File: config.mk
export PLATFORM = sky130hd
export DESIGN_NAME = fault_capture_top
export DESIGN_NICKNAME = d
export VERILOG_FILES = /design/src/rtl/fault_bus_pkg.sv /design/src/rtl/fault_code_pkg.sv /design/src/rtl/fault_bus_if.sv /design/src/rtl/fault_bank.sv /design/src/rtl/fault_capture_top.sv /design/src/rtl/seq_checker.sv /design/src/rtl/sticky_reg.sv
export VERILOG_INCLUDE_DIRS = /design/src /design/src/rtl
export SDC_FILE = /design/constraint.sdc
export NUM_CORES = 1
export LEC_CHECK = 0
export BUFFER_PORTS_ARGS = -buffer_cell sky130_fd_sc_hd__buf_2
export CAP_MARGIN = 20
export CORE_UTILIZATION = 60
export DETAILED_ROUTE_END_ITERATION = 12
export GPL_ROUTABILITY_DRIVEN = 0
export PLACE_DENSITY = 0.85
export SETUP_SLACK_MARGIN = 0.15
export SLEW_MARGIN = 20
export SYNTH_ARGS = -nofsm -noshare
export SYNTH_HDL_FRONTEND = slang
export SYNTH_HIERARCHICAL = 1
export SYNTH_SLANG_ARGS = --single-unit
File: constraint.sdc
create_clock -name clk -period 7 [get_ports clk]
set_input_delay 0.7 -clock clk [delete_from_list [all_inputs] [get_ports clk]]
set_output_delay 0.7 -clock clk [all_outputs]
set_load 0.01 [all_outputs]
File: src/rtl/fault_defs.svh
`ifndef FAULT_DEFS_SVH
`define FAULT_DEFS_SVH

//////////////////////////////////////////////////
// Widths
//////////////////////////////////////////////////

// Bus data and captured records
`define FLT_DATA_W 32
// Peripheral bus address
`define FLT_ADDR_W 8
// Sequence number, payload uses the same width
`define FLT_SEQ_W 16

//////////////////////////////////////////////////
// Register map
//////////////////////////////////////////////////

// Write value that releases a held register
`define FLT_CLR_CODE 32'h0000_0001

`define FLT_ADDR_SEQ 8'h00
`define FLT_ADDR_PAR 8'h04
`define FLT_ADDR_EXT 8'h08
`define FLT_ADDR_STAT 8'h0C

`endif

File: src/rtl/fault_bus_pkg.sv
`default_nettype none

`include "fault_defs.svh"

package fault_bus_pkg;

    // One bus address word
    typedef logic [`FLT_ADDR_W-1:0] bus_addr_t;

    // One bus data word, read and write
    typedef logic [`FLT_DATA_W-1:0] bus_data_t;

endpackage

`default_nettype wire

File: src/rtl/fault_code_pkg.sv
`default_nettype none

`include "fault_defs.svh"

package fault_code_pkg;

    //////////////////////////////////////////////////
    // Stream side
    //////////////////////////////////////////////////

    typedef logic [`FLT_SEQ_W-1:0] seq_num_t;
    typedef logic [`FLT_SEQ_W-1:0] payload_t;

    // Captured record
    // Seq fault holds expected/received, parity fault holds seq/payload
    typedef logic [`FLT_DATA_W-1:0] fault_rec_t;

    //////////////////////////////////////////////////
    // Checker FSM
    //////////////////////////////////////////////////

    typedef enum logic [0:0] {
        SEQ_HUNT  = 1'b0,
        SEQ_TRACK = 1'b1
    } seq_state_t;

endpackage

`default_nettype wire

File: src/rtl/fault_bus_if.sv
`timescale 1ns/1ns
`default_nettype none

interface fault_bus_if
    import fault_bus_pkg::*;
();

    // Request side only, read data returns on plain ports
    bus_addr_t addr;
    logic      wren;
    bus_data_t wdat;
    logic      rden;

    // Bus driver at the top level
    modport master (
        output addr, wren, wdat, rden
    );

    // Registers decoding the request
    modport target (
        input addr, wren, wdat, rden
    );

endinterface

`default_nettype wire

File: src/rtl/fault_bank.sv
`timescale 1ns/1ns
`default_nettype none

`include "fault_defs.svh"

module fault_bank
    import fault_bus_pkg::*;
    import fault_code_pkg::*;
(
    input  logic        clk,
    input  logic        rst,
    fault_bus_if.target bus,
    input  logic        seq_err,
    input  fault_rec_t  seq_rec,
    input  logic        par_err,
    input  fault_rec_t  par_rec,
    input  logic        ext_err,
    input  fault_rec_t  ext_rec,
    output bus_data_t   rdat,
    output logic        rvld,
    output logic        irq
);

    // Per-register returns
    bus_data_t  seq_rdat;
    bus_data_t  par_rdat;
    bus_data_t  ext_rdat;
    bus_data_t  stat_rdat;
    logic       seq_rvld;
    logic       par_rvld;
    logic       ext_rvld;
    logic       stat_rvld;

    // Bit 0 seq, bit 1 parity, bit 2 external
    logic [2:0] held;

    //////////////////////////////////////////////////
    // Sticky registers
    //////////////////////////////////////////////////

    sticky_reg #(.REG_ADDR(`FLT_ADDR_SEQ)) seq_reg0 (
        .clk  (clk),
        .rst  (rst),
        .idat (seq_rec),
        .ienb (seq_err),
        .bus  (bus),
        .rdat (seq_rdat),
        .rvld (seq_rvld),
        .held (held[0])
    );

    sticky_reg #(.REG_ADDR(`FLT_ADDR_PAR)) par_reg0 (
        .clk  (clk),
        .rst  (rst),
        .idat (par_rec),
        .ienb (par_err),
        .bus  (bus),
        .rdat (par_rdat),
        .rvld (par_rvld),
        .held (held[1])
    );

    sticky_reg #(.REG_ADDR(`FLT_ADDR_EXT)) ext_reg0 (
        .clk  (clk),
        .rst  (rst),
        .idat (ext_rec),
        .ienb (ext_err),
        .bus  (bus),
        .rdat (ext_rdat),
        .rvld (ext_rvld),
        .held (held[2])
    );

    //////////////////////////////////////////////////
    // Status, read merge, interrupt
    //////////////////////////////////////////////////

    // Read-only view of the held bits
    assign stat_rvld = bus.rden && (bus.addr == `FLT_ADDR_STAT);
    assign stat_rdat = stat_rvld ? {{(`FLT_DATA_W-3){1'b0}}, held} : '0;

    // Unselected sources return zero, so OR is safe
    assign rdat = seq_rdat | par_rdat | ext_rdat | stat_rdat;
    assign rvld = seq_rvld | par_rvld | ext_rvld | stat_rvld;

    // No masking
    assign irq = |held;

endmodule

`default_nettype wire

File: src/rtl/fault_capture_top.sv
`timescale 1ns/1ns
`default_nettype none

module fault_capture_top
    import fault_bus_pkg::*;
    import fault_code_pkg::*;
(
    input  logic       clk,
    input  logic       rst,
    input  logic       s_valid,
    input  seq_num_t   s_seq,
    input  payload_t   s_data,
    input  logic       s_par,
    input  logic       ext_err,
    input  fault_rec_t ext_rec,
    input  bus_addr_t  ps_addr,
    input  logic       ps_wren,
    input  bus_data_t  ps_wdat,
    input  logic       ps_rden,
    output bus_data_t  ps_rdat,
    output logic       ps_rvld,
    output logic       irq
);

    logic       seq_err;
    logic       par_err;
    fault_rec_t seq_rec;
    fault_rec_t par_rec;

    //////////////////////////////////////////////////
    // Bus request into the interface
    //////////////////////////////////////////////////

    fault_bus_if bus0 ();

    assign bus0.addr = ps_addr;
    assign bus0.wren = ps_wren;
    assign bus0.wdat = ps_wdat;
    assign bus0.rden = ps_rden;

    //////////////////////////////////////////////////
    // Checker and register bank
    //////////////////////////////////////////////////

    // Stream observer, one cycle to the strobes
    seq_checker chk0 (
        .clk     (clk),
        .rst     (rst),
        .s_valid (s_valid),
        .s_seq   (s_seq),
        .s_data  (s_data),
        .s_par   (s_par),
        .seq_err (seq_err),
        .seq_rec (seq_rec),
        .par_err (par_err),
        .par_rec (par_rec)
    );

    fault_bank bank0 (
        .clk     (clk),
        .rst     (rst),
        .bus     (bus0.target),
        .seq_err (seq_err),
        .seq_rec (seq_rec),
        .par_err (par_err),
        .par_rec (par_rec),
        .ext_err (ext_err),
        .ext_rec (ext_rec),
        .rdat    (ps_rdat),
        .rvld    (ps_rvld),
        .irq     (irq)
    );

endmodule

`default_nettype wire

File: src/rtl/seq_checker.sv
`timescale 1ns/1ns
`default_nettype none

module seq_checker
    import fault_code_pkg::*;
(
    input  logic       clk,
    input  logic       rst,
    input  logic       s_valid,
    input  seq_num_t   s_seq,
    input  payload_t   s_data,
    input  logic       s_par,
    output logic       seq_err,
    output fault_rec_t seq_rec,
    output logic       par_err,
    output fault_rec_t par_rec
);

    seq_state_t state;
    seq_num_t   exp_seq;
    logic       par_bad;
    logic       gap;

    //////////////////////////////////////////////////
    // Word checks
    //////////////////////////////////////////////////

    // Even parity over seq, payload and parity bit
    assign par_bad = ^{s_seq, s_data, s_par};

    // Gap only meaningful once locked to the stream
    assign gap = (state == SEQ_TRACK) && (s_seq != exp_seq);

    //////////////////////////////////////////////////
    // FSM
    //////////////////////////////////////////////////

    // Any valid word locks the checker
    always_ff @(posedge clk) begin
        if (rst) begin
            state <= SEQ_HUNT;
        end else if (s_valid) begin
            state <= SEQ_TRACK;
        end
    end

    // Next expected number
    // Same rule for in-order words and resync after a gap
    // Wraps at max
    always_ff @(posedge clk) begin
        if (s_valid) begin
            exp_seq <= s_seq + seq_num_t'(1);
        end
    end

    //////////////////////////////////////////////////
    // Fault strobes
    //////////////////////////////////////////////////

    // Registered and high for one cycle after the bad word
    always_ff @(posedge clk) begin
        if (rst) begin
            seq_err <= 1'b0;
            par_err <= 1'b0;
        end else begin
            seq_err <= s_valid && gap;
            par_err <= s_valid && par_bad;
        end
    end

    // Records only load together with their strobe
    always_ff @(posedge clk) begin
        if (s_valid && gap) begin
            seq_rec <= {exp_seq, s_seq};
        end
        if (s_valid && par_bad) begin
            par_rec <= {s_seq, s_data};
        end
    end

endmodule

`default_nettype wire

File: src/rtl/sticky_reg.sv
`timescale 1ns/1ns
`default_nettype none

`include "fault_defs.svh"

module sticky_reg
    import fault_bus_pkg::*;
    import fault_code_pkg::*;
#(
    parameter bus_addr_t REG_ADDR = '0
) (
    input  logic                clk,
    input  logic                rst,
    input  fault_rec_t          idat,
    input  logic                ienb,
    fault_bus_if.target         bus,
    output bus_data_t           rdat,
    output logic                rvld,
    output logic                held
);

    //////////////////////////////////////////////////
    // Decode
    //////////////////////////////////////////////////

    fault_rec_t rec_q;
    logic       held_q;
    logic       sel;
    logic       clear;
    logic       capture;

    // Address hit for both reads and writes
    assign sel = (bus.addr == REG_ADDR);

    // Only the clear code at our own address releases the record
    assign clear = bus.wren && sel && (bus.wdat == `FLT_CLR_CODE);

    // First strobe wins, later ones dropped while held
    assign capture = ienb && !held_q;

    //////////////////////////////////////////////////
    // Record and held flag
    //////////////////////////////////////////////////

    always_ff @(posedge clk) begin
        if (rst || clear) begin
            rec_q  <= '0;
            held_q <= 1'b0;
        end else if (capture) begin
            rec_q  <= idat;
            held_q <= 1'b1;
        end
    end

    // Zero-latency read, zero when not addressed
    assign rvld = bus.rden && sel;
    assign rdat = rvld ? bus_data_t'(rec_q) : '0;

    assign held = held_q;

endmodule

`default_nettype wire

==> insert_results.sql <==
INSERT INTO impl_metrics (metric_group, metric, value, unit) VALUES
('outcome', 'run_status', 'finished clean', ''),
('place', 'io_buffers', '144', ''),
('clock_network', 'cts.sink_count', '182', ''),
('worst_setup_path', 'worstRegToRegCells', '5', ''),
('worst_setup_path', 'worstSetupEndpointType', 'register', ''),
('worst_setup_path', 'critical_path.startpoint', 's_seq[11]', ''),
('worst_setup_path', 'crit-reg2reg-launch', 'chk0/exp_seq[15]', ''),
('power_and_ir_drop', 'power.density_cell_area', '295.2', 'nW/um2'),
('timing', 'fin_crit_sh', '0.4775', ''),
('floorplan', 'io-pin-count', '145', ''),
('timing', 'rsz0062_at_grt', 'false', ''),
('drt', 'vias', '5839', ''),
('drt', 'drt.antenna.violating_nets', '0', ''),
('synth', 'synth.yosys.warnings', '6', ''),
('clock_network', 'postCtsResizedCells', '0', ''),
('worst_setup_path', 'crit_type', 'in -> reg', ''),
('final_layout', 'instances_no_fill', '1034', ''),
('worst_setup_path', 'start_kind', 'input pin', ''),
('drt', 'routed_wire_length_on_met3', '1638', 'um'),
('timing', 'hold_slack', '0.4680', 'ns'),
('clock_network', 'htree_num_levels', '4', ''),
('drt', 'postRouteWirelength', '19590', 'um'),
('worst_setup_path', 'worst-path-stages', '8', ''),
('synth', 'synthesis.nets', '825', ''),
('final_layout', 'flow.area_growth_from_synthesis', '17.98', '%'),
('timing', 'setup_viol', '0', ''),
('worst_setup_path', 'critPathMaxFanout', '19', ''),
('clock_network', 'cts-buffers-inserted', '17', ''),
('final_layout', 'final_antenna_diode_count', '0', ''),
('drt', 'vias_per_cell', '5.647', ''),
('floorplan', 'initial_standard_cell_utilization_of_the_core', '0.6263', ''),
('worst_setup_path', 'critical_register_to_register_path_endpoint', 'chk0/seq_rec[9]', ''),
('drt', 'm1WireLength', '8165', 'um'),
('job', 'maxCapViolCount', '0', ''),
('worst_setup_path', 'worst_reg2reg_setup_slack', '4.76', 'ns'),
('grt', 'global_route_wire_length_before_repair', '30550', 'um'),
('synth', 'synth_cells', '706', ''),
('synth', 'netlist-cell-type-count', '29', ''),
('floorplan', 'die_h', '117.7', 'um'),
('grt', 'grt_antenna_before_repair', '0', ''),
('drt', 'avg_wl_per_cell', '18.94', 'um'),
('clock_network', 'clk_transition_reported_paths', '0.06', 'ns'),
('grt', 'grt_start_max_net_pins', '34', ''),
('worst_setup_path', 'path_cells', 'buf_2 > ha_1 > xnor2_1 > xnor2_1 > xnor3_1 > xnor3_1 > and2_1 > buf_4', ''),
('timing', 'finalSetupTns', '0', 'ns'),
('worst_setup_path', 'crit_end', 'chk0/par_rec[7]', ''),
('clock_network', 'cts.repair_timing.setup_buffer_count', '0', ''),
('timing', 'worst_pin_slew', '0.7373', 'ns'),
('hold_path', 'worstHoldPathCells', '1', ''),
('grt', 'total_overflow_reported_by_the_global_router', '0', ''),
('drt', 'drc', '0', ''),
('floorplan', 'num_rows', '41', ''),
('worst_setup_path', 'cpPeakStageDelay', '0.62', 'ns'),
('power_and_ir_drop', 'worst_vdd_ir', '0.0002315', 'V'),
('timing', 'timing.fmax', '299.2', 'MHz'),
('final_layout', 'most_frequent_standard_cell_in_the_layout_excluding_fill_and_tap_cells', 'sky130_fd_sc_hd__buf_2', ''),
('synth', 'mappedNetlistArea', '8033', 'um2'),
('final_layout', 'drive_gt1_frac', '0.2251', ''),
('timing', 'skew', '0.009775', 'ns'),
('synth', 'synth_area_per_cell', '11.38', 'um2'),
('timing', 'timing_max_transition_violations_final', '0', ''),
('worst_setup_path', 'critical-path-top-delay-family', 'XOR/XNOR gates', ''),
('final_layout', 'design.final.nets', '968', ''),
('drt', 'met2RoutedLength', '9428', 'um'),
('clock_network', 'ctsHoldBuffers', '0', ''),
('floorplan', 'coreArea', '12820', 'um2'),
('final_layout', 'finish.utilization', '0.7389', ''),
('grt', 'groute.usage.overall', '0.2888', ''),
('place', 'dpl.cell_count', '1001', ''),
('drt', 'drt_iter0_markers', '427', ''),
('timing', 'headroom_to_the_max_slew_limit', '0.5085', '');
state kept, by name (all words and copies together) (netlist names):
register	flops
bank0/ext_reg0/held	1
bank0/ext_reg0/rec_q	32
bank0/par_reg0/held	1
bank0/par_reg0/rec_q	32
bank0/seq_reg0/held	1
bank0/seq_reg0/rec_q	32
chk0/exp_seq	16
chk0/par_err	1
chk0/par_rec	32
chk0/seq_err	1
chk0/seq_rec	32
chk0/state	1
cell families (layout without fill, tap and decap cells):
group / Yosys count / after routing / synth area share
muxes: 96 / 96 / 0.1196
and+or+nand+nor: 319 / 319 / 0.2118
DFF: 182 / 182 / 0.5533
adders and majority gates: 8 / 8 / 0.01246
buffers and inverters: 42 / 198 / 0.02944
AOI/OAI and AO/OA: 6 / 6 / 0.01215
xor gates and xnor gates: 53 / 53 / 0.06121
Yosys cell counts:
cell type                  number  area (um2)
sky130_fd_sc_hd__o21ai_1        3       15.01
sky130_fd_sc_hd__dfxtp_1      102        2042
sky130_fd_sc_hd__nor3_1        11       55.05
sky130_fd_sc_hd__nor2b_1        5       31.28
sky130_fd_sc_hd__mux2i_1       96       960.9
sky130_fd_sc_hd__nor2_1       115       431.7
sky130_fd_sc_hd__xor2_1        24       210.2
sky130_fd_sc_hd__nor4b_2        1       15.01
sky130_fd_sc_hd__inv_1         11       41.29
sky130_fd_sc_hd__edfxtp_1      80        2402
sky130_fd_sc_hd__nand4b_1       2       17.52
sky130_fd_sc_hd__buf_6          9       101.4
sky130_fd_sc_hd__nand2_1        8       30.03
sky130_fd_sc_hd__or3_1         29       181.4
sky130_fd_sc_hd__and3_1         2       12.51
sky130_fd_sc_hd__buf_2          9       45.04
sky130_fd_sc_hd__clkbuf_1      13       48.80
sky130_fd_sc_hd__and3b_1        1       8.760
sky130_fd_sc_hd__o41ai_4        3       82.58
sky130_fd_sc_hd__ha_1           8       100.1
sky130_fd_sc_hd__xnor2_1       27       236.5
sky130_fd_sc_hd__xnor3_1        2       45.04
sky130_fd_sc_hd__nand3_1        8       40.04
sky130_fd_sc_hd__nor4bb_1       3       30.03
sky130_fd_sc_hd__nand4_1        7       43.79
sky130_fd_sc_hd__nand3_2        1       10.01
sky130_fd_sc_hd__nor4_1        27       168.9
sky130_fd_sc_hd__and2_1        98       613.1
sky130_fd_sc_hd__nor4_2         1       12.51
per-stage QoR:
stage / instance area, um2 / worst slack [ns] / power, mW
CTS: 9449 / 3.694 / 2.796
global route: 9477 / 3.557 / 2.895
detailed placement: 8884 / 3.363 / 1.894
finish: 9477 / 3.658 / 2.797
floorplan: 8033 / 3.749 / 1.723
global placement: 8864 / 3.394 / 1.865
layer usage:
metal	GRT usage	vias up
met5	0	-
met3	0.06734	27
met4	0.08974	0
met1	0.3811	2800
li1	-	2726
met2	0.4721	286
final cells by class:
| cell class | instances | area [um2] | area share |
|---|---|---|---|
| Tap cell | 172 | 215.2 | 0.02271 |
| Inverter | 11 | 41.29 | 0.004357 |
| Clock buffer | 22 | 496.7 | 0.05242 |
| Sequential cell | 182 | 4444 | 0.4690 |
| Clock inverter | 10 | 68.82 | 0.007262 |
| Timing Repair Buffer | 155 | 835.8 | 0.08820 |
| Multi-Input combinational cell | 482 | 3374 | 0.3561 |
worst min path at each step:
| stage | from | endpoint | slack (ns) |
|---|---|---|---|
| after global routing | s_data[12] | chk0/par_rec[12] | 0.46 |
| after CTS | s_data[9] | chk0/par_rec[9] | 0.46 |
| final | s_data[9] | chk0/par_rec[9] | 0.47 |
| after global placement | chk0/state | chk0/state | 0.45 |
| after detailed placement | chk0/seq_err | bank0/seq_reg0/held | 0.47 |
| after floorplan | chk0/par_err | bank0/par_reg0/held | 0.43 |
worst reg2reg max path, stage by stage (launching register included):
cell	delay (ns)
sky130_fd_sc_hd__edfxtp_1	0.43
sky130_fd_sc_hd__xor2_1	0.17
sky130_fd_sc_hd__nor4_1	0.47
sky130_fd_sc_hd__nand4_1	0.13
sky130_fd_sc_hd__and3_1	0.43
sky130_fd_sc_hd__buf_4	0.34
power by group:
group	internal, mW	switching, mW
combinational	0.194	0.264
clock	0.507	0.400
sequential	1.34	0.0898
(Power assumes the default switching activity.)
